### src/logic/rv_pkg.sv
package rv_pkg;

	localparam int XLEN = 32;

	typedef logic [XLEN-1:0] word_t;
	typedef logic [4:0]      reg_addr_t;

	// Major opcodes of the supported instruction classes
	localparam logic [6:0] OPC_R = 7'b0110011;
	localparam logic [6:0] OPC_I = 7'b0010011;
	localparam logic [6:0] OPC_L = 7'b0000011;
	localparam logic [6:0] OPC_S = 7'b0100011;
	localparam logic [6:0] OPC_B = 7'b1100011;
	localparam logic [6:0] OPC_U = 7'b0110111; // LUI
	localparam logic [6:0] OPC_J = 7'b1101111; // JAL

	localparam logic [6:0] FUNCT7_ALT = 7'b0100000; // Selects sub and sra

	// Access size encodings in funct3 of loads and stores
	localparam logic [2:0] F3_B  = 3'b000;
	localparam logic [2:0] F3_H  = 3'b001;
	localparam logic [2:0] F3_W  = 3'b010;
	localparam logic [2:0] F3_BU = 3'b100;
	localparam logic [2:0] F3_HU = 3'b101;

	// Branch conditions in funct3 of branches
	localparam logic [2:0] BR_EQ  = 3'b000;
	localparam logic [2:0] BR_NE  = 3'b001;
	localparam logic [2:0] BR_LT  = 3'b100;
	localparam logic [2:0] BR_GE  = 3'b101;
	localparam logic [2:0] BR_LTU = 3'b110;
	localparam logic [2:0] BR_GEU = 3'b111;

	localparam int DMEM_BYTES = 1024;
	localparam int DMEM_WORDS = 256;
	localparam int DMEM_AW    = $clog2(DMEM_BYTES); // Byte address bits in use

	typedef enum logic [3:0] {
		ALU_ADD    = 4'd0,
		ALU_SLL    = 4'd1,
		ALU_SLT    = 4'd2,
		ALU_SLTU   = 4'd3,
		ALU_XOR    = 4'd4,
		ALU_SRL    = 4'd5,
		ALU_SRA    = 4'd6,
		ALU_OR     = 4'd7,
		ALU_AND    = 4'd8,
		ALU_SUB    = 4'd9,
		ALU_PASS_B = 4'd10 // LUI
	} alu_op_t;

	typedef enum logic [1:0] {
		WB_ALU = 2'd0,
		WB_MEM = 2'd1,
		WB_PC4 = 2'd2
	} wb_sel_t;

	typedef struct packed {
		logic       reg_wr;
		logic       sel_a;     // 1 takes rs1, 0 takes pc
		logic       sel_b;     // 1 takes imm, 0 takes rs2
		logic       rd_en;     // Load
		logic       wr_en;     // Store
		wb_sel_t    wb_sel;
		alu_op_t    alu_op;
		logic [2:0] mask;
		logic [2:0] br_type;
		logic       is_branch;
		logic       is_jump;
		word_t      imm;
	} ctrl_t;

	typedef struct packed {
		logic      valid;
		word_t     pc;
		logic      rd_we;
		reg_addr_t rd;
		word_t     data;
	} retire_t;

endpackage

### src/logic/rv_pc_unit.sv
`timescale 1ns/1ns

module rv_pc_unit import rv_pkg::*; (
	input  logic  clk,
	input  logic  reset,
	input  logic  instr_valid,
	input  ctrl_t ctrl,
	input  word_t rs1_data,
	input  word_t rs2_data,
	output word_t pc
);

	logic  cond;
	logic  taken;
	word_t next_pc;

	always_comb begin
		case (ctrl.br_type)
			BR_EQ:   cond = (rs1_data == rs2_data);
			BR_NE:   cond = (rs1_data != rs2_data);
			BR_LT:   cond = ($signed(rs1_data) < $signed(rs2_data));
			BR_GE:   cond = ($signed(rs1_data) >= $signed(rs2_data));
			BR_LTU:  cond = (rs1_data < rs2_data);
			BR_GEU:  cond = (rs1_data >= rs2_data);
			default: cond = 1'b0; // Reserved funct3 falls through
		endcase
	end

	assign taken   = (ctrl.is_branch && cond) || ctrl.is_jump;
	assign next_pc = taken ? pc + ctrl.imm : pc + 32'd4;

	always_ff @(posedge clk) begin
		if (reset)
			pc <= '0;
		else if (instr_valid)
			pc <= next_pc;
	end

	// Targets come from the decoder immediates
	a_pc_aligned: assert property (@(posedge clk) disable iff (reset) pc[1:0] == 2'b00)
		else $error("pc_unit: pc not word aligned");

endmodule

### config.mk
export PLATFORM = sky130hd
export DESIGN_NAME = rv_pc_unit
export DESIGN_NICKNAME = d
export VERILOG_FILES = /design/src/logic/rv_pkg.sv /design/src/logic/rv_pc_unit.sv
export SDC_FILE = /design/constraint.sdc
export NUM_CORES = 1
export LEC_CHECK = 0
export BUFFER_PORTS_ARGS = -buffer_cell sky130_fd_sc_hd__buf_2
export CORE_ASPECT_RATIO = 1.1
export CORE_MARGIN = 10
export CORE_UTILIZATION = 30
export DETAILED_ROUTE_END_ITERATION = 16
export PLACE_DENSITY = 0.53
export SYNTH_ARGS = -nofsm -noshare
export SYNTH_HDL_FRONTEND = slang
export SYNTH_SLANG_ARGS = --single-unit
### constraint.sdc
create_clock -name clk -period 3.8 [get_ports clk]
set_input_delay 0.19 -clock clk [delete_from_list [all_inputs] [get_ports clk]]
set_output_delay 0.19 -clock clk [all_outputs]
set_load 0.01 [all_outputs]
==> flow_metrics.env <==
export IMPL_status="complete, no violations"
export IMPL_placedCellCount=949
export IMPL_hold_path_class="primary input to flip-flop"
export IMPL_post_cts_buffers=0
export IMPL_post_route_drc_count=0
export IMPL_grt_pass1_wl_mm=27.0
export IMPL_final_cells=960
export IMPL_post_place_ws_ns=0.324
export IMPL_cp_data_arrival_time_ns=3.75
export IMPL_postSynth_asyncResetShare_pct=0
export IMPL_grt_max_degree=43
export IMPL_fin_skew_ns=0.00587
export IMPL_grt_met1_usage_pct=17.4
export IMPL_mostFrequentLayoutCells="buf_2 (135), ha_1 (64), a21oi_1 (61)"
export IMPL_reg_top3="pc: 32 flops"
export IMPL_ys_flop_type="dfxtp_1"
export IMPL_fmax_ghz=0.284
export IMPL_tightest_slew_ns=0.612
export IMPL_postRouteAntennaNets=0
export IMPL_ys_seq_area_share_pct=13.9
export IMPL_drt_iter0_drc=236
export IMPL_cts_hold_buffers=0
export IMPL_syn_area_um2=4610
export IMPL_antenna_found_initial=3
export IMPL_finalNetCount=943
export IMPL_cts_buffers=5
export IMPL_rsz0062_at_grt="no"
export IMPL_ios=150
export IMPL_htree_num_levels=2
export IMPL_worst_slack_ns=0.275
export IMPL_regMostFlops="pc"
export IMPL_multi_input_area_um2=3690
export IMPL_num_rows=47
export IMPL_io_buffers=135
export IMPL_syn_to_final_growth_pct=24.7
export IMPL_largest_register_ffs=32
export IMPL_root_buffer="clkbuf_16"
export IMPL_clockBufferDepth=2
export IMPL_syn_inst=628
export IMPL_drv_slew=0
export IMPL_cts_tree="done"
export IMPL_slew_headroom_pct=58.1
export IMPL_clk_pin_slew_ns=0.06
export IMPL_viasPerCell=5.53
export IMPL_p_leak_nw=2.76
export IMPL_ys_types=72
export IMPL_grt_pass1_vias=5459
export IMPL_yosys_warnings=0
export IMPL_die_area_um2=20700
export IMPL_ys_top_cells_by_area="ha_1 (17%), dfxtp_1 (14%), a21oi_1 (6.6%), nand3_1 (3.9%), o21ai_0 (3.9%)"
export IMPL_netlist_area_leader_share_pct=17.4
export IMPL_cp_end_kind="flip-flop"
export IMPL_wl_per_cell_um=17.2
export IMPL_regArea_um2=641
export IMPL_hold_viol_final=0
export IMPL_fillers=1614
export IMPL_syn_area_per_cell_um2=7.33
export IMPL_core_region_area_um2=15100
export IMPL_fin_tns_setup_ns=0
export IMPL_track_usage_pct=15.3
export IMPL_synth_edf_count=0
export IMPL_peakVddDrop_v=0.000143
export IMPL_wl_mm=16.6
export IMPL_critPathLaunchType="flip-flop"
export IMPL_yosys_register_bits=32
export IMPL_syn_nets=811
export IMPL_dpl_hpwl_mm=13.5
export IMPL_grt_ovfl_total=0
export IMPL_worstPathMaxFanout=3
export IMPL_ctsResizeCount=0
export IMPL_power_density_nw_per_um2=293
export IMPL_grt_use_met3_pct=5.17
export IMPL_cap_violations=0
export IMPL_post_route_period_util_pct=92.8
export IMPL_busiest_layer="met2"
export IMPL_chipWidth_um=138
export IMPL_clock_sinks=32
export IMPL_final_common_cell="buf_2"
export IMPL_clock_latency_ns=0.28
export IMPL_required_ns=4.02
export IMPL_initial_core_util_pct=30.6
export IMPL_dr_pass1_iters=5
export IMPL_drive_gt1_share_pct=22.5
export IMPL_critPathKind="flip-flop to flip-flop"
export IMPL_finalSetupViolations=0
export IMPL_die_h_um=150
export IMPL_fin_crit_ns=3.52
export IMPL_gp_congestion=0.864
export IMPL_synth_area_leader_cell="ha_1"
export IMPL_vias=5311
export IMPL_grt_met2_usage_pct=26.8
[stage by stage]
stage	instance area [um^2]	utilization (%)	power, mW	hold WS (ns)
6_report	5740	38.1	1.68	0.338
5_1_grt	5730	38.1	1.82	0.389
4_1_cts	5730	38.1	1.69	0.345
3_5_place_dp	5570	37.0	1.21	0.502
3_3_place_gp	5570	37.0	1.19	0.479
2_1_floorplan	4610	-	0.949	0.497
[power breakdown]
group	internal [mW]	switching (mW)	total [mW]
Combinational	0.347	0.440	0.787
Clock	0.308	0.168	0.476
Sequential	0.372	0.0503	0.422
[Yosys cell counts, types with 11 or more instances]
library cell	number
a21o_1	14
a21oi_1	61
a31oi_1	16
and3_1	11
clkbuf_1	16
dfxtp_1	32
ha_1	64
inv_1	46
mux2i_1	13
nand2_1	48
nand3_1	36
nand4_1	12
nor2_1	44
nor3_1	12
o21ai_0	36
xnor2_1	15
[critical path, cell delays in order, from the launching register on]
cell and delay [ns]:
dfxtp_1 0.32, ha_1 0.21, fa_1 0.45, a211o_1 0.31
a21oi_1 0.28, o21a_1 0.26, a211oi_1 0.14, o41ai_2 0.48
a21oi_1 0.17, or4_1 0.44, a311oi_1 0.24, a311o_1 0.14
[cells by family after synthesis]
family / after synthesis / synth area share [%]
buf+inv: 71 / 6.06
simple gates: 209 / 23.1
fa+ha+maj: 65 / 17.8
xor+xnor: 22 / 4.18
compound gates: 214 / 31.6
mux: 15 / 3.31
flops: 32 / 13.9
[path summary, 6_finish.rpt]
check / start / to / slack [ns] / cells after the start
worst max-delay path: pc[0] / pc[28] / 0.28 / 11
worst min-delay path: ctrl[0] / pc[0] / 0.34 / 4
worst max register to register: pc[0] / pc[28] / 0.28 / 11
worst min register to register: pc[0] / pc[0] / 0.51 / 2
[layout make-up]
class	count	area share, %
flip-flops and latches	32	11.2
well taps	196	4.27
inverters	47	3.07
clock inverters	3	0.741
diodes	3	0.131
repair buffers	149	14.3
multi-input cells	525	64.2
clock buffers	5	2.18
[layer usage]
layer / up-vias / wire [um]
met1: 2434 / 6990
met5: - / 21
met4: 4 / 305
li1: 2652 / -
met3: 29 / 1440
met2: 192 / 7800
(Power assumes the default switching activity.)
