--- config.mk ---
export PLATFORM = sky130hd
export DESIGN_NAME = rv_regfile
export DESIGN_NICKNAME = d
export VERILOG_FILES = /design/src/logic/rv_pkg.sv /design/src/logic/rv_regfile.sv
export SDC_FILE = /design/constraint.sdc
export NUM_CORES = 2
export LEC_CHECK = 0
export ABC_CLOCK_PERIOD_IN_PS = 2700
export BUFFER_PORTS_ARGS = -buffer_cell sky130_fd_sc_hd__buf_2
export CAP_MARGIN = 0
export CORE_MARGIN = 1
export CORE_UTILIZATION = 35
export CTS_CLUSTER_DIAMETER = 120
export DETAILED_ROUTE_END_ITERATION = 12
export GPL_TIMING_DRIVEN = 1
export RECOVER_POWER = 25
export SYNTH_ARGS = -nofsm -noshare
export SYNTH_HDL_FRONTEND = slang
export SYNTH_SLANG_ARGS = --single-unit
--- constraint.sdc ---
create_clock -name clk -period 2.7 [get_ports clk]
set_input_delay 0.27 -clock clk [delete_from_list [all_inputs] [get_ports clk]]
set_output_delay 0.27 -clock clk [all_outputs]
set_load 0.005 [all_outputs]
--- src/logic/rv_pkg.sv ---
package rv_pkg;

	localparam int XLEN = 32;

	typedef logic [XLEN-1:0] word_t;
	typedef logic [4:0]      reg_addr_t;

	// Major opcodes of the supported instruction classes
	localparam logic [6:0] OPC_R = 7'b0110011;
	localparam logic [6:0] OPC_I = 7'b0010011;
	localparam logic [6:0] OPC_L = 7'b0000011;
	localparam logic [6:0] OPC_S = 7'b0100011;
	localparam logic [6:0] OPC_B = 7'b1100011;
	localparam logic [6:0] OPC_U = 7'b0110111; // LUI
	localparam logic [6:0] OPC_J = 7'b1101111; // JAL

	localparam logic [6:0] FUNCT7_ALT = 7'b0100000; // Selects sub and sra

	// Access size encodings in funct3 of loads and stores
	localparam logic [2:0] F3_B  = 3'b000;
	localparam logic [2:0] F3_H  = 3'b001;
	localparam logic [2:0] F3_W  = 3'b010;
	localparam logic [2:0] F3_BU = 3'b100;
	localparam logic [2:0] F3_HU = 3'b101;

	// Branch conditions in funct3 of branches
	localparam logic [2:0] BR_EQ  = 3'b000;
	localparam logic [2:0] BR_NE  = 3'b001;
	localparam logic [2:0] BR_LT  = 3'b100;
	localparam logic [2:0] BR_GE  = 3'b101;
	localparam logic [2:0] BR_LTU = 3'b110;
	localparam logic [2:0] BR_GEU = 3'b111;

	localparam int DMEM_BYTES = 1024;
	localparam int DMEM_WORDS = 256;
	localparam int DMEM_AW    = $clog2(DMEM_BYTES); // Byte address bits in use

	typedef enum logic [3:0] {
		ALU_ADD    = 4'd0,
		ALU_SLL    = 4'd1,
		ALU_SLT    = 4'd2,
		ALU_SLTU   = 4'd3,
		ALU_XOR    = 4'd4,
		ALU_SRL    = 4'd5,
		ALU_SRA    = 4'd6,
		ALU_OR     = 4'd7,
		ALU_AND    = 4'd8,
		ALU_SUB    = 4'd9,
		ALU_PASS_B = 4'd10 // LUI
	} alu_op_t;

	typedef enum logic [1:0] {
		WB_ALU = 2'd0,
		WB_MEM = 2'd1,
		WB_PC4 = 2'd2
	} wb_sel_t;

	typedef struct packed {
		logic       reg_wr;
		logic       sel_a;     // 1 takes rs1, 0 takes pc
		logic       sel_b;     // 1 takes imm, 0 takes rs2
		logic       rd_en;     // Load
		logic       wr_en;     // Store
		wb_sel_t    wb_sel;
		alu_op_t    alu_op;
		logic [2:0] mask;
		logic [2:0] br_type;
		logic       is_branch;
		logic       is_jump;
		word_t      imm;
	} ctrl_t;

	typedef struct packed {
		logic      valid;
		word_t     pc;
		logic      rd_we;
		reg_addr_t rd;
		word_t     data;
	} retire_t;

endpackage

--- src/logic/rv_regfile.sv ---
`timescale 1ns/1ns

module rv_regfile import rv_pkg::*; (
	input  logic    clk,
	input  logic    reset,
	input  logic    instr_valid,
	input  word_t   instr,
	input  ctrl_t   ctrl,
	input  word_t   alu_result,
	input  word_t   load_data,
	input  word_t   pc,
	output word_t   rs1_data,
	output word_t   rs2_data,
	output retire_t retire
);

	word_t     regs [32];
	reg_addr_t rd;
	logic      rd_we;
	word_t     wb_data;

	assign rd       = instr[11:7];
	assign rs1_data = regs[instr[19:15]];
	assign rs2_data = regs[instr[24:20]];
	assign rd_we    = ctrl.reg_wr && (rd != '0); // x0 is never written

	always_comb begin
		case (ctrl.wb_sel)
			WB_MEM:  wb_data = load_data;
			WB_PC4:  wb_data = pc + 32'd4;
			default: wb_data = alu_result;
		endcase
	end

	always_ff @(posedge clk) begin
		if (reset) begin
			for (int i = 0; i < 32; i++)
				regs[i] <= '0;
			retire <= '0;
		end else begin
			if (instr_valid && rd_we)
				regs[rd] <= wb_data;
			retire.valid <= instr_valid;
			if (instr_valid)
				retire <= '{valid: 1'b1, pc: pc, rd_we: rd_we, rd: rd, data: wb_data};
		end
	end

	a_x0_zero: assert property (@(posedge clk) disable iff (reset) regs[0] == '0)
		else $error("regfile: x0 holds a nonzero value");

endmodule

==> results.ini <==
[setup_path]
endpoint_kind = register
crit_required_ns = 3.08
cp-start-kind = input pin
worst-setup-path-type = in -> reg
arrival_ns = 3.16
crit_path_max_fanout = 19
rr_worst_depth = 3
r2r-end = retire[25]$_SDFFE_PP0P_
rrSetupSlack_ns = 1.40
crit_path_start = instr[9]
crit-reg2reg-launch = retire[25]$_SDFFE_PP0P_

[routing]
totalWireLength_mm = 178
vias = 36372
dr.max_layer_used = met4
met3_length_mm = 16.1
drt-met1-wl_mm = 67.6
post_drt_wl_per_cell_um = 28.1
dr.pass1.iters = 5
drc = 0
met2_length_mm = 88.1
drt-initial-drc-count = 3962
post_drt_via_cell_ratio = 5.75
ant_nets = 0

[logic_synthesis]
yosysWarningCount = 0
synth_area_per_cell_um2 = 14.6
synthCells = 3803
synth_edf_count = 1024
synth_area_leaders = edfxtp_1 (55%), mux4_2 (21%), nor2_1 (7.2%), mux2i_1 (5.4%), dfxtp_1 (2.6%)
syn_area_um2 = 55500
yosys.area.top_type_share_pct = 55.4
ys_seq_area_share_pct = 57.9
synth.largest_area_cell = edfxtp_1
async_flop_share_pct = 0
yosys_most_used_dff = edfxtp_1
synth_cell_type_count = 61
synth_seq_cells = 1095

[floorplanning]
die-area_um2 = 160000
initial_core_util_pct = 35.4
dieHeight_um = 400
fp.dieW_um = 400
std_cell_rows = 145
io_pins = 317
core_um2 = 157000

[place]
gp_congestion = 0.861
io_buffers = 251
dp.cells = 6073
hpwlAfterDp_mm = 116
placement.cell_area_um2 = 62200

[final_layout]
drive_gt1_share_pct = 33.5
final_cell_area_um2 = 67400
syn_to_final_growth_pct = 21.4
nets = 4351
fin_cells = 6328
fillCellCount = 13938

[pwr]
clockPowerShare_pct = 38.0
power_leakage_nw = 23.1
pwr_density_cell_nw_per_um2 = 636
p_comb_share_pct = 15.7
peakVddDrop_v = 0.000542
power.share.sequential_pct = 46.4
p_sw_mw = 11.1
p_int_mw = 31.8
total_power_mw = 42.9
p_sw_share_pct = 25.8

[cts]
worstSkewPairLatency_ns = 0.74
max-clock-path-buffers = 3
clkTransAtPathRegs_ns = 0.06
cts_root_buf = clkbuf_16
cts_buffers = 117
htreeDepth = 3
clock_sinks = 1095
tritoncts = built

[grt]
grt_usage_pct = 21.8
grt_overflow_total = 0
grt_pass1_vias = 37385
grt_pass1_wl_mm = 255
grt_max_degree = 134
antenna_found_initial = 7

[sta]
drv_slew = 134
fin_crit_sh_pct = 103
setup_ws_ns = -0.0763
rsz0062_at_grt = true
tightest_slew_ns = 1.90
finalSetupViolations = 87
fmaxAchievable_ghz = 0.360
max_slew_margin_pct = -26.8
finalCriticalPeriod_ns = 2.78
finalHoldViolations = 0
clock_skew_ns = 0

[hold_path]
hp-class = in -> reg
holdPathStages = 4
min_to = regs[10][6]$_SDFFCE_PN0P_
hold_path_startpoint = alu_result[6]

[run_status]
violations = max-capacitance violations, max-slew violations, negative setup slack
status = complete, but fails checks

[job]
cap_violations = 1

## Yosys cell counts, drive strengths merged (2+ instances only)
cell / n
nor2: 1067
edfxtp: 1024
mux4: 512
mux2i: 297
clkbuf: 264
buf: 137
a221oi: 80
dfxtp: 71
a22o: 65
nand2: 65
nand2b: 37
a211oi: 19
and3: 19
xnor2: 15
nand3: 14
a21oi: 13
o21ai: 13
inv: 11
nand4: 10
nor2b: 6
nor3b: 6
nor4: 6
xor2: 6
a221o: 5
a21boi: 4
and3b: 4
nor3: 4
o22ai: 4
o32ai: 4
ha: 3
or2: 3
a31oi: 2
and2: 2
## worst max-delay path: stages
cell	delay [ns]
dlygate4sd3_1	0.52
clkbuf_1	0.64
nor3_1	0.13
buf_4	0.20
nor4_4	0.12
clkbuf_1	0.61
nand2_2	0.14
nand2b_2	0.11
buf_4	0.37
## how the worst max path moves through the flow
stage | slack, ns | endpoint | cells past startpoint
after floorplan | 0.21 | regs[22][0]$_SDFFCE_PN0P_ | 7
after global placement | -0.05 | rs1_data[16] | 7
after detailed placement | -0.09 | rs1_data[16] | 7
after CTS | -0.15 | rs2_data[11] | 6
after global routing | -0.13 | rs2_data[30] | 6
final | -0.08 | regs[16][16]$_SDFFCE_PN0P_ | 9
## power groups by stage
stage	clock [mW]	combinational, mW	sequential, mW
CTS	16.5	6.67	19.9
global route	17.1	7.02	20.0
floorplan	0	3.49	20.1
global placement	0	6.21	20.1
detailed placement	0	6.25	20.2
finish	16.3	6.71	19.9
## cells by family after synthesis
kind of cell	count (synthesis)	share of synthesized area (%)
other	1	0.00675
multiplexers	809	26.1
AO/OA/AOI/OAI	213	3.19
AND/OR/NAND/NOR	1249	9.17
flip-flops	1095	57.9
XOR/XNOR	21	0.331
buffers and inverters	412	3.20
adder cells (fa/ha/maj)	3	0.0676
## cell usage in the layout, fill, tap and decap left out, drive strengths merged, types with 19 or more instances in the layout
cell,count
a211oi,19
a221oi,80
a22o,65
and3,19
buf,455
clkbuf,264
clkinv,51
conb,32
dfxtp,71
dlygate4sd3,45
edfxtp,1024
mux2i,297
mux4,512
nand2,65
nand2b,37
nor2,1067
## through the flow
step | setup WS, ns | utilization, % | hold WS, ns | TNS [ns]
CTS | -0.146 | 43.0 | 0.0279 | -2.08
global placement | -0.0456 | 39.6 | 0.452 | -0.0763
detailed placement | -0.0895 | 39.6 | 0.452 | -0.129
floorplan | 0.207 | - | 0.417 | 0
global route | -0.128 | 42.9 | 0.0709 | -8.37
finish | -0.0763 | 43.0 | 0.0694 | -2.11
## routing by layer
layer / global-route usage, % / vias up
li1: - / 15344
met1: 27.9 / 18925
met2: 37.2 / 1807
met3: 3.89 / 296
met4: 7.49 / 0
met5: 0 / -
## area by class of cell
class | count | area [um^2] | area share (%)
Antenna cell | 3 | 7.51 | 0.0111
Tap cell | 2058 | 2570 | 3.82
Timing Repair Buffer | 614 | 5250 | 7.79
Inverter | 11 | 41.3 | 0.0613
Clock inverter | 70 | 712 | 1.06
Multi-Input combinational cell | 2327 | 23500 | 34.9
Clock buffer | 150 | 3150 | 4.68
Sequential cell | 1095 | 32200 | 47.7
## state kept, by name, summed over array words and instances (netlist names)
register	cells
regs	1024
retire	71
## what timing repair did
action                                  4_1_cts  5_1_grt
endpoints found under the setup margin       64       51
resized for setup                           173       55
pin swaps                                    44       26
setup buffers                                 0        1
hold endpoints to repair                     43        0
hold buffers                                 45        0
No activity file was read; power rests on OpenSTA's default activity.
