==> config.mk <==
export PLATFORM = sky130hd
export DESIGN_NAME = rv_alu
export DESIGN_NICKNAME = d
export VERILOG_FILES = /design/src/logic/rv_pkg.sv /design/src/logic/rv_alu.sv
export SDC_FILE = /design/constraint.sdc
export NUM_CORES = 1
export LEC_CHECK = 0
export ABC_AREA = 1
export BUFFER_PORTS_ARGS = -buffer_cell sky130_fd_sc_hd__buf_4
export CAP_MARGIN = 25
export CORE_ASPECT_RATIO = 0.9
export CORE_MARGIN = 4
export CORE_UTILIZATION = 35
export DETAILED_ROUTE_END_ITERATION = 10
export PLACE_DENSITY = 0.58
export SYNTH_ARGS = -nofsm -noshare
export SYNTH_HDL_FRONTEND = slang
export SYNTH_SLANG_ARGS = --single-unit
==> constraint.sdc <==
create_clock -name vclk -period 5.98
set_input_delay 1.196 -clock vclk [all_inputs]
set_output_delay 1.196 -clock vclk [all_outputs]
set_load 0.05 [all_outputs]
==> src/logic/rv_pkg.sv <==
package rv_pkg;

	localparam int XLEN = 32;

	typedef logic [XLEN-1:0] word_t;
	typedef logic [4:0]      reg_addr_t;

	// Major opcodes of the supported instruction classes
	localparam logic [6:0] OPC_R = 7'b0110011;
	localparam logic [6:0] OPC_I = 7'b0010011;
	localparam logic [6:0] OPC_L = 7'b0000011;
	localparam logic [6:0] OPC_S = 7'b0100011;
	localparam logic [6:0] OPC_B = 7'b1100011;
	localparam logic [6:0] OPC_U = 7'b0110111; // LUI
	localparam logic [6:0] OPC_J = 7'b1101111; // JAL

	localparam logic [6:0] FUNCT7_ALT = 7'b0100000; // Selects sub and sra

	// Access size encodings in funct3 of loads and stores
	localparam logic [2:0] F3_B  = 3'b000;
	localparam logic [2:0] F3_H  = 3'b001;
	localparam logic [2:0] F3_W  = 3'b010;
	localparam logic [2:0] F3_BU = 3'b100;
	localparam logic [2:0] F3_HU = 3'b101;

	// Branch conditions in funct3 of branches
	localparam logic [2:0] BR_EQ  = 3'b000;
	localparam logic [2:0] BR_NE  = 3'b001;
	localparam logic [2:0] BR_LT  = 3'b100;
	localparam logic [2:0] BR_GE  = 3'b101;
	localparam logic [2:0] BR_LTU = 3'b110;
	localparam logic [2:0] BR_GEU = 3'b111;

	localparam int DMEM_BYTES = 1024;
	localparam int DMEM_WORDS = 256;
	localparam int DMEM_AW    = $clog2(DMEM_BYTES); // Byte address bits in use

	typedef enum logic [3:0] {
		ALU_ADD    = 4'd0,
		ALU_SLL    = 4'd1,
		ALU_SLT    = 4'd2,
		ALU_SLTU   = 4'd3,
		ALU_XOR    = 4'd4,
		ALU_SRL    = 4'd5,
		ALU_SRA    = 4'd6,
		ALU_OR     = 4'd7,
		ALU_AND    = 4'd8,
		ALU_SUB    = 4'd9,
		ALU_PASS_B = 4'd10 // LUI
	} alu_op_t;

	typedef enum logic [1:0] {
		WB_ALU = 2'd0,
		WB_MEM = 2'd1,
		WB_PC4 = 2'd2
	} wb_sel_t;

	typedef struct packed {
		logic       reg_wr;
		logic       sel_a;     // 1 takes rs1, 0 takes pc
		logic       sel_b;     // 1 takes imm, 0 takes rs2
		logic       rd_en;     // Load
		logic       wr_en;     // Store
		wb_sel_t    wb_sel;
		alu_op_t    alu_op;
		logic [2:0] mask;
		logic [2:0] br_type;
		logic       is_branch;
		logic       is_jump;
		word_t      imm;
	} ctrl_t;

	typedef struct packed {
		logic      valid;
		word_t     pc;
		logic      rd_we;
		reg_addr_t rd;
		word_t     data;
	} retire_t;

endpackage

==> src/logic/rv_alu.sv <==
`timescale 1ns/1ns

module rv_alu import rv_pkg::*; (
	input  ctrl_t ctrl,
	input  word_t rs1_data,
	input  word_t rs2_data,
	input  word_t pc,
	output word_t alu_result
);

	word_t      op_a;
	word_t      op_b;
	logic [4:0] shamt;

	assign op_a  = ctrl.sel_a ? rs1_data : pc;
	assign op_b  = ctrl.sel_b ? ctrl.imm : rs2_data;
	assign shamt = op_b[4:0]; // Only the low bits count for shifts

	always_comb begin
		case (ctrl.alu_op)
			ALU_ADD: alu_result = op_a + op_b; // Also load and store address
			ALU_SUB: alu_result = op_a - op_b;
			ALU_SLL: alu_result = op_a << shamt;
			ALU_SRL: alu_result = op_a >> shamt;
			ALU_SRA: alu_result = word_t'($signed(op_a) >>> shamt);
			ALU_SLT: begin
				alu_result = {31'b0, $signed(op_a) < $signed(op_b)};
			end
			ALU_SLTU: begin
				alu_result = {31'b0, op_a < op_b};
			end
			ALU_XOR:    alu_result = op_a ^ op_b;
			ALU_OR:     alu_result = op_a | op_b;
			ALU_AND:    alu_result = op_a & op_b;
			ALU_PASS_B: alu_result = op_b;
			default:    alu_result = '0;
		endcase
	end

endmodule

==> flow_summary.ini, run 1 <==
[global_routing]
grt_pass1_vias = 13436
met3_usage_pct = 6.24
met2_usage_pct = 48.6
grt_max_degree = 64
use_met1_pct = 47.5
antenna_found_initial = 0
grt_usage_pct = 33.2
grt_pass1_wl_um = 84300
grt.busiest_layer = met2
grt_overflow = 0

[logic_synthesis]
post_synth.cell_area_avg_um2 = 4.93
synthCells = 2170
yosysSeqAreaShare_pct = 0
syn_nets = 2419
yosysUniqueCellTypes = 46
yosys_warnings = 0
syn-cell-area_um2 = 10700

[timing]
hold_viol = 0
grt_setup_unrepaired = false
fmax_ghz = 0.172
relSlewSlack_pct = 34.9
tightest_slew_ns = 0.973
tns_ns = 0
finalCritPeriodShare_pct = 97.3
slew_violations = 0
post-route-min-period_ns = 5.82
setup_viol = 0

[final_layout]
diodes = 0
fin_util_pct = 41.5
fin_area_um2 = 12500
n_sequential_cell = 0
layout_common_cells = nand2_1, nand3_1, inv_1
seq_area_um2 = 0
mostFrequentLayoutCell = nand2_1
multi_input_area_um2 = 9180
nClkBuffers = 0
drive_gt1_share_pct = 13.0
final_cells = 2716
n_fill_cell = 3515
area_growth_pct = 16.7
nets = 2564

[floorplanning]
die_width_um = 192
start_util_pct = 35.6
placementRows = 60
die-area_um2 = 33400
fp.coreArea_um2 = 30000
io_pins = 179
die-height_um = 174

[setup_path]
worstPathArrival_ns = 4.62
crit_top_cell = nand2_1
start_kind = primary input
endpoint_kind = primary output
max_stage_delay_ns = 0.64
required_ns = 4.78
critPathTopFamily = simple AND/OR/NAND/NOR gates
worstPathMaxFanout = 27
path_depth = 18
cp.buffers_inverters = 5
cp_cell_sequence = buf_4, inv_2, buf_4, or2_2, o21ai_0, ha_1, nand2_1, inv_1, nand2_1, nor2_1, nand4_1, nand3_1, nand2_1, nand2_1, nor2_1, nor2_1, nand3_1, buf_4
slowest_stage = ha_1
critical_path_class = in2out

[pwr]
p_leak_nw = 6.78
powerDensity_nw_per_um2 = 132
ir_drop_v = 0.0000618

[drt]
drt_drc_violations_left = 0
ant_nets = 0
drt_first_pass_iters = 6
wire_per_inst_um = 22.0
drt-initial-drc-count = 2231
viasPerCell = 5.73
dr_total_vias = 15556
wirelength_um = 59700

[worst_hold_path]
min_path_cells = 6
min_path_type = in2out

[placement]
dpl.cell_count = 2716
place.gp.congestion = 1.07
place_area_um2 = 12500
dpl.hpwl_um = 49900
io_buffers = 166

[clocking]
cts_setup_buffers = 0
holdBufCountCts = 0
ctsResizeCount = 0

[status]
status = finished, final reports clean

[job]
maxCapViolCount = 0
-- where the power goes --
group,internal (mW),switching (mW)
sequential,0,0
combinational,0.485,1.16
clock,0,0
-- layout make-up --
type,count,area share [%]
Multi-Input combinational cell,1816,73.6
Timing Repair Buffer,239,14.6
Inverter,258,7.78
Tap cell,403,4.04
-- metrics by stage --
step / total power [mW] / setup slack [ns] / hold WS, ns
after floorplan: 1.02 / 0.990 / 2.95
after global placement: 1.58 / 0.311 / 3.03
after detailed placement: 1.59 / 0.342 / 3.04
after CTS: 1.60 / 0.338 / 3.04
after global routing: 1.76 / 0.0445 / 3.07
final: 1.65 / 0.164 / 3.04
-- tightest hold or removal path, stage by stage --
cell	delay [ns]
buf_4	0.08
o21ai_2	0.08
inv_1	0.09
a221oi_1	0.08
nand4_1	0.12
buf_4	0.21
-- synthesized netlist by cell type, types with 2 or more instances --
| master | count | area (µm²) |
|---|---|---|
| o21ai_4 | 2 | 32.5 |
| a22oi_1 | 4 | 30.0 |
| nor2_2 | 5 | 31.3 |
| or2_0 | 10 | 62.6 |
| nand3_2 | 8 | 80.1 |
| o211ai_1 | 15 | 113 |
| inv_1 | 247 | 927 |
| a21oi_1 | 103 | 515 |
| ha_1 | 100 | 1250 |
| nand3_1 | 384 | 1920 |
| nand2_1 | 713 | 2680 |
| o21bai_1 | 7 | 52.6 |
| o221ai_1 | 3 | 26.3 |
| o21ai_1 | 16 | 80.1 |
| or2_1 | 3 | 18.8 |
| nor3_1 | 31 | 155 |
| a221oi_1 | 6 | 52.6 |
| nand2_2 | 6 | 37.5 |
| nand3b_1 | 3 | 22.5 |
| o21a_1 | 5 | 37.5 |
| o22ai_1 | 26 | 163 |
| buf_6 | 10 | 113 |
| o21ai_0 | 94 | 470 |
| or2_2 | 15 | 93.8 |
| clkbuf_2 | 4 | 20.0 |
| nand2_4 | 3 | 33.8 |
| buf_1 | 4 | 15.0 |
| nand4_1 | 41 | 257 |
| clkinv_1 | 3 | 11.3 |
| fa_1 | 2 | 40.0 |
| nor2_1 | 184 | 691 |
| clkbuf_1 | 20 | 75.1 |
| inv_2 | 7 | 26.3 |
| o2111ai_1 | 3 | 26.3 |
| buf_2 | 44 | 220 |
| buf_4 | 13 | 97.6 |
| nor4_1 | 5 | 31.3 |
| o21ai_2 | 13 | 114 |
-- final timing paths --
| kind | slack (ns) | to | from |
|---|---|---|---|
| max | 0.16 | alu_result[20] | ctrl[48] |
| min | 3.04 | alu_result[14] | rs2_data[14] |
-- kinds of logic (layout without fill, tap and decap cells) --
logic type,Yosys count,count (layout),synth area share (%)
and+or+nand+nor,1412,1412,57.2
buffers and inverters,354,497,14.3
adders and majority gates,102,102,12.1
AOI/OAI and AO/OA,302,302,16.4
-- routing by layer --
| metal | vias up | routed length (µm) |
|---|---|---|
| met5 | - | 0 |
| met4 | 0 | 3060 |
| met3 | 123 | 6990 |
| met2 | 1027 | 24200 |
| met1 | 6979 | 25400 |
| li1 | 7427 | - |
Power figures use the tool's default switching activity.
==> run 2: changes to the inputs <==
Settings changed: REMOVE_ABC_BUFFERS set to 1.
==> flow_summary.ini, run 2 (same netlist as run 1, synthesis figures left out) <==
[pwr]
total_power_mw = 1.66
powerDensity_nw_per_um2 = 132
p_leak_nw = 6.85
ir_drop_v = 0.0000660

[global_routing]
grt_pass1_wl_um = 86900
grt_usage_pct = 34.0
grt_pass1_vias = 13719
antenna_found_initial = 1
grt_overflow = 0
grt_max_degree = 71

[placement]
place.gp.congestion = 1.07
place_area_um2 = 12600
io_buffers = 166
dp_slack_ns = 0.185
dpl.hpwl_um = 51200

[drt]
wire_per_inst_um = 22.2
drt_first_pass_iters = 8
top_layer = met4
dr_total_vias = 15584
drt_drc_violations_left = 0
wl_met3_um = 6580
ant_nets = 0
met1_length_um = 26200
wl_met2_um = 24900
drt-initial-drc-count = 2333
viasPerCell = 5.71
wirelength_um = 60600

[timing]
fmax_ghz = 0.170
tns_ns = 0
hold_viol = 0
worst_slack_ns = 0.0994
finalCritPeriodShare_pct = 98.3
slew_violations = 0
relSlewSlack_pct = 38.6
tightest_slew_ns = 0.911
setup_viol = 0
grt_setup_unrepaired = false
post-route-min-period_ns = 5.88

[setup_path]
required_ns = 4.78
start_kind = primary input
worstPathMaxFanout = 24
worstPathArrival_ns = 4.68
endpoint_kind = primary output
critical_path_class = in2out

[final_layout]
drive_gt1_share_pct = 13.5
diodes = 0
n_sequential_cell = 0
nets = 2577
seq_area_um2 = 0
area_growth_pct = 17.7
mostFrequentLayoutCell = nand2_1
nClkBuffers = 0
n_fill_cell = 3550
layout_common_cells = nand2_1, nand3_1, buf_4
fin_area_um2 = 12600

[worst_hold_path]
hp-start = rs2_data[14]
min_path_cells = 6
min_path_type = in2out
hold_end = alu_result[14]

[floorplanning]
io_pins = 179
die_width_um = 192
start_util_pct = 35.6
die-area_um2 = 33400
fp.coreArea_um2 = 30000
placementRows = 60
die-height_um = 174

[clocking]
holdBufCountCts = 0
cts_setup_buffers = 0
ctsResizeCount = 0

[job]
maxCapViolCount = 0

[status]
status = finished, final reports clean
==> run 2: cell types whose count changed in the layout (fill, tap and decap cells not counted), sizes merged <==
| cell | previous run | this run |
|---|---|---|
| buf | 239 | 252 |
==> run 2: worst max path at each step <==
| stage | start | endpoint | slack (ns) |
|---|---|---|---|
| 6_report | ctrl[48] | alu_result[6] | 0.1 |
| 5_1_grt | ctrl[48] | alu_result[6] | 0.01 |
| 4_1_cts | ctrl[48] | alu_result[6] | 0.17 |
| 3_5_place_dp | ctrl[48] | alu_result[6] | 0.18 |
| 3_3_place_gp | ctrl[48] | alu_result[6] | 0.18 |
| 2_1_floorplan | ctrl[48] | alu_result[0] | 0.22 |
==> run 2: area by class of cell <==
type               count  area, µm²  area share, %
well taps            403        504           4.01
repair buffers       252       1930           15.3
multi-input cells   1816       9180           72.9
inverters            258        971           7.72
==> run 2: worst max-delay path, stage by stage <==
cell and delay (ns):
buf_4 0.13, inv_2 0.20, buf_12 0.20, nand2_1 0.11, nand2_4 0.17, ha_1 0.20
inv_1 0.07, fa_1 0.39, inv_1 0.12, nand2_1 0.08, o21ai_1 0.39, nand2_1 0.13
nand2_1 0.15, nand2_1 0.06, nand3_1 0.08, nand2_1 0.05, nor3_1 0.32, buf_4 0.20
nand4_1 0.14, buf_4 0.25
==> run 2: per-stage QoR <==
step           hold slack [ns]  utilization, %  instances
5_1_grt                   3.08            41.9       2729
3_3_place_gp              3.04            41.9       2728
4_1_cts                   3.06            41.9       2728
6_report                  3.04            41.9       2729
3_5_place_dp              3.06            41.9       2728
2_1_floorplan             2.95               -       2074
==> run 2: power by group <==
| part | internal (mW) | total (mW) | switching [mW] |
|---|---|---|---|
| Clock | 0 | 0 | 0 |
| Sequential | 0 | 0 | 0 |
| Combinational | 0.491 | 1.66 | 1.17 |
| Total | 0.491 | 1.66 | 1.17 |
==> run 2: metal layers <==
layer,global-route usage [%],vias to the layer above
met1,49.2,7025
li1,-,7465
met3,5.22,121
met2,50.7,973
met4,12.2,0
met5,0,-
