`config.mk`:
```
export PLATFORM = sky130hd
export DESIGN_NAME = rv_decoder
export DESIGN_NICKNAME = d
export VERILOG_FILES = /design/src/logic/rv_pkg.sv /design/src/logic/rv_decoder.sv
export SDC_FILE = /design/constraint.sdc
export NUM_CORES = 1
export LEC_CHECK = 0
export ABC_AREA = 1
export BUFFER_PORTS_ARGS = -buffer_cell sky130_fd_sc_hd__buf_4
export CAP_MARGIN = 20
export CELL_PAD_IN_SITES_DETAIL_PLACEMENT = 0
export CELL_PAD_IN_SITES_GLOBAL_PLACEMENT = 2
export CORE_ASPECT_RATIO = 1.4
export CORE_UTILIZATION = 20
export DETAILED_ROUTE_END_ITERATION = 8
export PLACE_DENSITY_LB_ADDON = 0.2
export RECOVER_POWER = 25
export SLEW_MARGIN = 20
export SYNTH_ARGS = -nofsm -noshare
export SYNTH_HDL_FRONTEND = slang
export SYNTH_SLANG_ARGS = --single-unit
```
`constraint.sdc`:
```
create_clock -name vclk -period 2
set_clock_uncertainty 0.1 [all_clocks]
set_input_delay 0.4 -clock vclk [all_inputs]
set_output_delay 0.4 -clock vclk [all_outputs]
set_load 0.05 [all_outputs]
```
`src/logic/rv_pkg.sv`:
```
package rv_pkg;

	localparam int XLEN = 32;

	typedef logic [XLEN-1:0] word_t;
	typedef logic [4:0]      reg_addr_t;

	// Major opcodes of the supported instruction classes
	localparam logic [6:0] OPC_R = 7'b0110011;
	localparam logic [6:0] OPC_I = 7'b0010011;
	localparam logic [6:0] OPC_L = 7'b0000011;
	localparam logic [6:0] OPC_S = 7'b0100011;
	localparam logic [6:0] OPC_B = 7'b1100011;
	localparam logic [6:0] OPC_U = 7'b0110111; // LUI
	localparam logic [6:0] OPC_J = 7'b1101111; // JAL

	localparam logic [6:0] FUNCT7_ALT = 7'b0100000; // Selects sub and sra

	// Access size encodings in funct3 of loads and stores
	localparam logic [2:0] F3_B  = 3'b000;
	localparam logic [2:0] F3_H  = 3'b001;
	localparam logic [2:0] F3_W  = 3'b010;
	localparam logic [2:0] F3_BU = 3'b100;
	localparam logic [2:0] F3_HU = 3'b101;

	// Branch conditions in funct3 of branches
	localparam logic [2:0] BR_EQ  = 3'b000;
	localparam logic [2:0] BR_NE  = 3'b001;
	localparam logic [2:0] BR_LT  = 3'b100;
	localparam logic [2:0] BR_GE  = 3'b101;
	localparam logic [2:0] BR_LTU = 3'b110;
	localparam logic [2:0] BR_GEU = 3'b111;

	localparam int DMEM_BYTES = 1024;
	localparam int DMEM_WORDS = 256;
	localparam int DMEM_AW    = $clog2(DMEM_BYTES); // Byte address bits in use

	typedef enum logic [3:0] {
		ALU_ADD    = 4'd0,
		ALU_SLL    = 4'd1,
		ALU_SLT    = 4'd2,
		ALU_SLTU   = 4'd3,
		ALU_XOR    = 4'd4,
		ALU_SRL    = 4'd5,
		ALU_SRA    = 4'd6,
		ALU_OR     = 4'd7,
		ALU_AND    = 4'd8,
		ALU_SUB    = 4'd9,
		ALU_PASS_B = 4'd10 // LUI
	} alu_op_t;

	typedef enum logic [1:0] {
		WB_ALU = 2'd0,
		WB_MEM = 2'd1,
		WB_PC4 = 2'd2
	} wb_sel_t;

	typedef struct packed {
		logic       reg_wr;
		logic       sel_a;     // 1 takes rs1, 0 takes pc
		logic       sel_b;     // 1 takes imm, 0 takes rs2
		logic       rd_en;     // Load
		logic       wr_en;     // Store
		wb_sel_t    wb_sel;
		alu_op_t    alu_op;
		logic [2:0] mask;
		logic [2:0] br_type;
		logic       is_branch;
		logic       is_jump;
		word_t      imm;
	} ctrl_t;

	typedef struct packed {
		logic      valid;
		word_t     pc;
		logic      rd_we;
		reg_addr_t rd;
		word_t     data;
	} retire_t;

endpackage

```
`src/logic/rv_decoder.sv`:
```
`timescale 1ns/1ns

module rv_decoder import rv_pkg::*; (
	input  word_t instr,
	output ctrl_t ctrl
);

	logic [6:0] opcode;
	logic [2:0] funct3;
	logic       alt;
	logic       is_r;
	alu_op_t    arith_op;
	word_t      imm_i;
	word_t      imm_s;
	word_t      imm_b;
	word_t      imm_u;
	word_t      imm_j;

	assign opcode = instr[6:0];
	assign funct3 = instr[14:12];
	assign alt    = (instr[31:25] == FUNCT7_ALT);
	assign is_r   = (opcode == OPC_R);

	// Immediate formats
	assign imm_i = {{20{instr[31]}}, instr[31:20]};
	assign imm_s = {{20{instr[31]}}, instr[31:25], instr[11:7]};
	assign imm_b = {{19{instr[31]}}, instr[31], instr[7], instr[30:25], instr[11:8], 1'b0};
	assign imm_u = {instr[31:12], 12'b0};
	assign imm_j = {{11{instr[31]}}, instr[31], instr[19:12], instr[20], instr[30:21], 1'b0};

	// Shared by R and I type where only R type has sub
	always_comb begin
		case (funct3)
			3'b000:  arith_op = (is_r && alt) ? ALU_SUB : ALU_ADD;
			3'b001:  arith_op = ALU_SLL;
			3'b010:  arith_op = ALU_SLT;
			3'b011:  arith_op = ALU_SLTU;
			3'b100:  arith_op = ALU_XOR;
			3'b101:  arith_op = alt ? ALU_SRA : ALU_SRL;
			3'b110:  arith_op = ALU_OR;
			default: arith_op = ALU_AND;
		endcase
	end

	always_comb begin
		ctrl = '0; // Unknown opcodes only advance the pc
		case (opcode)
			OPC_R, OPC_I: begin
				ctrl.reg_wr = 1'b1;
				ctrl.sel_a  = 1'b1;
				ctrl.sel_b  = !is_r;
				ctrl.alu_op = arith_op;
				ctrl.imm    = imm_i;
			end
			OPC_U: begin
				ctrl.reg_wr = 1'b1;
				ctrl.sel_b  = 1'b1;
				ctrl.alu_op = ALU_PASS_B;
				ctrl.imm    = imm_u;
			end
			OPC_L: begin
				if (funct3 inside {F3_B, F3_H, F3_W, F3_BU, F3_HU}) begin
					ctrl.reg_wr = 1'b1;
					ctrl.sel_a  = 1'b1;
					ctrl.sel_b  = 1'b1;
					ctrl.rd_en  = 1'b1;
					ctrl.wb_sel = WB_MEM;
					ctrl.mask   = funct3;
					ctrl.imm    = imm_i;
				end
			end
			OPC_S: begin
				if (funct3 inside {F3_B, F3_H, F3_W}) begin
					ctrl.sel_a = 1'b1;
					ctrl.sel_b = 1'b1;
					ctrl.wr_en = 1'b1;
					ctrl.mask  = funct3;
					ctrl.imm   = imm_s;
				end
			end
			OPC_B: begin
				ctrl.sel_b     = 1'b1; // pc + imm on the ALU
				ctrl.is_branch = 1'b1;
				ctrl.br_type   = funct3;
				ctrl.imm       = imm_b;
			end
			OPC_J: begin
				ctrl.reg_wr  = 1'b1;
				ctrl.sel_b   = 1'b1;
				ctrl.wb_sel  = WB_PC4; // Link value
				ctrl.is_jump = 1'b1;
				ctrl.imm     = imm_j;
			end
			default: ;
		endcase
	end

	// Memory access and control transfer are exclusive
	always_comb begin
		assert (!((ctrl.rd_en || ctrl.wr_en) && (ctrl.is_branch || ctrl.is_jump)))
			else $error("decoder: memory access combined with branch or jump");
	end

endmodule

```
==> summary.txt, run 1 <==
status = finished with violations
failing checks = setup timing
power per cell area = 116 mW/mm^2
Avg WL per Cell = 11.7 microns
io pins = 83
crit path DAT = 1.51 ns
clock buffers = 0
syn_nets = 379
DRT iter0 DRCs = 83
Initial Utilization = 20.7%
Worst-Margin Slew = 0.274 ns
commonest cells after routing, fill and taps aside = nand2_1, buf_4, nor2_1, inv_1, nand2_2
GRT busiest layer = met2
RSZ-0062 raised after global routing = true
share of layout cells above drive strength 1 = 48.1%
Detail Route Antenna Nets = 0
Startpoint Class = primary input
Final Max Tran Viols = 0
die width = 75.8 microns
detailed-route DRC error count = 0
DR pass1 iterations = 4
Yosys top cell by area = nand2_1
GR Util met3 = 0.574%
final setup margin = -0.00665 ns
largest net degree at the start of global routing = 13
Hold Crit Depth = 4
crit end category = primary output
fmax = 0.498 GHz
CTS hold repair buffers = 0
worst path required time = 1.50 ns
area grow syn2layout = 102%
global route total overflow = 0
most common cell after layout, fill and taps aside = nand2_1
met2 usage = 32.0%
Placed Area = 0.00267 sq mm
Worst slew margin = 81.8%
GPL Wtd Cong = 0.776
sequential area share after synthesis = 0%
number of global-route vias before repair = 2308
Max VDD drop = 0.0643 mV
area share of the largest cell type after synthesis = 33.7%
final HPWL from detailed placement = 5440 microns
final instance area = 0.00308 sq mm
FFs & Latches = 0
nets = 506
Tmin final = 2.01 ns
Mapped Area = 0.00152 sq mm
first-pass GRT wire length = 10700 microns
post-DR vias/cell = 4.23
syn avg cell area = 4.39 sq um
worst hold path class = in2out
antenna violations before repair = 0
CP Class = in2out
Hold WS = 1.06 ns
final wirelength = 6640 microns
# diodes = 0
Mapped Cells = 347
total core area = 0.00736 sq mm
Yosys cell types = 20
GR Util met1 = 21.0%
Crit Path Max Fanout = 12
filler cell count = 828
via count = 2406
die height = 105 microns
# rows = 37
Hold Vio Cnt, Final = 0
static leakage = 1.82 nW
Synth area leaders = nand2_1, nor2_1, inv_1, nand3_1, nand2_2
multi-input logic area = 0.00141 sq mm
Max Cap Violations = 0
synth warn = 0
I/O Buffers = 83
Die Footprint = 0.00798 sq mm
Final Cycle Share = 100%
Reg area = 0 sq um
Total GRT Usage = 16.7%
endpoints failing setup = 10
## cells by family (layout without fill, tap and decap cells)
logic type             Yosys count  in the layout  share of synthesized area (%)
AOI/OAI and AO/OA               19             19                           6.40
and+or+nand+nor                256            256                           72.8
buffers and inverters           72            197                           20.8
## final timing paths
| path | from | end | slack [ns] |
|---|---|---|---|
| worst max-delay path | instr[6] | ctrl[20] | -0.007 |
| worst min-delay path | instr[23] | ctrl[3] | 1.06 |
## layer usage
layer / share of wire, % / vias up
met1: 42 / 1061
li1: - / 1277
met3: 3.8 / 0
met2: 54 / 68
met4: 0 / 0
met5: 0 / -
## metrics by stage
step           total power [mW]  setup TNS, ns  std cells  utilization (%)  setup slack (ns)
2_1_floorplan             0.153        -0.0811        347                -           -0.0811
3_3_place_gp              0.317          -4.29        565             36.3            -0.192
3_5_place_dp              0.317          -4.87        565             36.3            -0.209
4_1_cts                   0.343         -0.363        566             39.6           -0.0335
5_1_grt                   0.387          -1.87        569             41.8           -0.0757
6_report                  0.357        -0.0314        569             41.8          -0.00665
## cell usage after synthesis
library cell	number
buf_4	4
inv_1	53
nor2_4	5
nor2_2	3
a21oi_1	2
o21ai_1	8
nor2_1	66
inv_2	5
nand2_1	137
nand2_2	9
o21ai_0	8
nand4_1	2
buf_6	3
nor3_2	2
nor3_1	2
nand3_2	1
o21bai_1	1
buf_2	7
nand2_4	3
nand3_1	26
## worst max-delay path, cell delays in order
cell	delay [ns]
buf_4	0.15
inv_4	0.07
nand3_2	0.09
nor2_4	0.18
nand2_2	0.08
nand2_4	0.12
nor2_4	0.05
buf_12	0.14
nand2_2	0.08
buf_8	0.14
## area by class of cell
type               count  share of cell area (%)
inverters             58                    7.53
multi-input cells    275                    45.8
well taps             97                    3.95
repair buffers       139                    42.7
## report_power, final
group / switching, mW / internal [mW]
combinational: 0.204 / 0.153
clock: 0 / 0
sequential: 0 / 0
## what timing repair did
| action | 4_1_cts | 5_1_grt |
|---|---|---|
| setup endpoints to repair | 40 | 41 |
| pin swaps | 16 | 14 |
| buffers inserted | 2 | 2 |
| gates resized for setup | 69 | 53 |
| gates cloned | 0 | 1 |
No activity file was read; power rests on OpenSTA's default activity.
==> run 2, diff against run 1 <==
PLACE_DENSITY_LB_ADDON = 0.1   (was 0.2)
==> run 2 against run 1 <==
Compared with the run above: first-iteration DRC count decreased by 22%; flip-flop and latch count unchanged; combinational power increased by 3%; count of clock-buffer cells in the layout unchanged; via count decreased by 2.5%; largest cell class unchanged; critical path depth increased by 2; final cell count decreased by 0.53%; the flow still finishes with violations (setup timing); setup slack got worse by 0.066 ns.
==> summary.txt, run 2 (synthesized netlist as in run 1, its figures left out) <==
post-layout util = 44.5% (+2.7 points)
Hold WS = 1.05 ns (-0.00412 ns)
post-DR vias/cell = 4.14 (-2.0%)
Initial Utilization = 20.7% (unchanged)
# diodes = 0 (unchanged)
Final Max Tran Viols = 0 (unchanged)
GPL Wtd Cong = 0.819 (+5.6%)
Worst Hold Path EP = ctrl[2]
final setup margin = -0.0725 ns (-0.0658 ns)
antenna violations before repair = 0 (unchanged)
Detail Route Antenna Nets = 0 (unchanged)
share of layout cells above drive strength 1 = 49.0% (+0.95 points)
number of global-route vias before repair = 2323 (+0.65%)
final wirelength = 6620 microns (-0.23%)
endpoints failing setup = 24 (+14)
crit end category = primary output
dpl cells = 560 (-0.88%)
HP Start = instr[22]
FFs & Latches = 0 (unchanged)
Max Cap Violations = 0 (unchanged)
static leakage = 1.85 nW (+1.7%)
CP Class = in2out
Avg WL per Cell = 11.7 microns (+0.30%)
total core area = 0.00736 sq mm (unchanged)
Final Cycle Share = 104% (+3.3 points)
crit path DAT = 1.57 ns (+0.06 ns)
Crit Path Max Fanout = 5 (-7)
Worst slew margin = 81.6% (-0.16 points)
I/O Buffers = 83 (unchanged)
non-filler cells, final = 566 (-0.53%)
Max VDD drop = 0.0519 mV (-19%)
first-pass GRT wire length = 10800 microns (+0.51%)
DR pass1 iterations = 4 (unchanged)
status = finished with violations
CTS hold repair buffers = 0 (unchanged)
Tmin final = 2.07 ns (+0.0658 ns)
Hold Vio Cnt, Final = 0 (unchanged)
final instance area = 0.00328 sq mm (+6.5%)
Reg area = 0 sq um (unchanged)
Worst-Margin Slew = 0.277 ns (+0.00246 ns)
largest net degree at the start of global routing = 22 (+9)
nets = 503 (-0.59%)
multi-input logic area = 0.00154 sq mm (+9.1%)
power per cell area = 112 mW/mm^2 (-3.5%)
RSZ-0062 raised after global routing = true
Tot Pwr = 367 uW (+2.8%)
detailed-route DRC error count = 0 (unchanged)
worst hold path class = in2out
die width = 75.8 microns (unchanged)
Hold Crit Depth = 4 (unchanged)
fmax = 0.483 GHz (-3.2%)
DRT iter0 DRCs = 65 (-22%)
worst path required time = 1.50 ns (about the same)
filler cell count = 848 (+2.4%)
global route total overflow = 0 (unchanged)
via count = 2345 (-2.5%)
# rows = 37 (unchanged)
most common cell after layout, fill and taps aside = nand2_1
Die Footprint = 0.00798 sq mm (unchanged)
Total GRT Usage = 16.8% (+0.12 points)
Placed Area = 0.00264 sq mm (-0.94%)
die height = 105 microns (unchanged)
commonest cells after routing, fill and taps aside = nand2_1, buf_4, nor2_1, inv_1, buf_6
clock buffers = 0 (unchanged)
final HPWL from detailed placement = 5190 microns (-4.6%)
failing checks = setup timing
area grow syn2layout = 115%
Startpoint Class = primary input
io pins = 83 (unchanged)
## run 2: changes by cell type in the layout (fill, tap and decap cells not counted), moves of 4 or more
| cell | previous run | this run |
|---|---|---|
| buf_4 | 84 | 71 |
| nand2_4 | 5 | 18 |
| nand2_2 | 36 | 25 |
| buf_6 | 34 | 41 |
| nand2_1 | 108 | 104 |
## run 2: per-layer routing
metal	track usage, %	routed length (microns)	vias to the layer above
li1	-	-	1277
met5	0	0	-
met1	21.0	2780	1008
met3	0.860	248	4
met4	1.06	39	0
met2	31.9	3550	56
## run 2: per-stage QoR
stage          setup slack [ns]  setup TNS, ns
2_1_floorplan           -0.0811        -0.0811
3_3_place_gp             -0.164          -4.70
3_5_place_dp             -0.205          -6.03
4_1_cts                  -0.115          -2.39
5_1_grt                  -0.130          -3.12
6_report                -0.0725         -0.939
## run 2: repair_timing
item                                    CTS  global route
resized for setup                        83            82
gates cloned                              1             0
setup buffers                             4             2
endpoints found under the setup margin   46            46
pin swaps                                23            12
## run 2: worst max-delay path: stages
cell and delay, ns:
buf_6 0.09, nand2_4 0.06, buf_6 0.12, inv_4 0.05, nand2_8 0.08, nor2_4 0.05, nand2_4 0.08, nand2_4 0.05
nor2_4 0.22, buf_12 0.17, nand2_4 0.05, buf_8 0.14
## run 2: where the power goes
group | total, mW | internal, mW | switching (mW) | leakage (nW)
clock network | 0 | 0 | 0 | 0
logic | 0.367 | 0.157 | 0.210 | 1.85
registers | 0 | 0 | 0 | 0
total | 0.367 | 0.157 | 0.210 | 1.85
## run 2: layout make-up
class / instances / area share, %
inverters: 58 / 7.22
multi-input cells: 275 / 46.9
well taps: 97 / 3.70
repair buffers: 136 / 42.2
## run 2: worst max path at each step
stage	cells after the start	end	start	slack, ns
6_report	12	ctrl[29]	instr[0]	-0.07
5_1_grt	12	ctrl[26]	instr[0]	-0.13
4_1_cts	12	ctrl[26]	instr[0]	-0.11
3_5_place_dp	9	ctrl[24]	instr[1]	-0.20
3_3_place_gp	9	ctrl[23]	instr[1]	-0.16
2_1_floorplan	6	ctrl[0]	instr[1]	-0.08
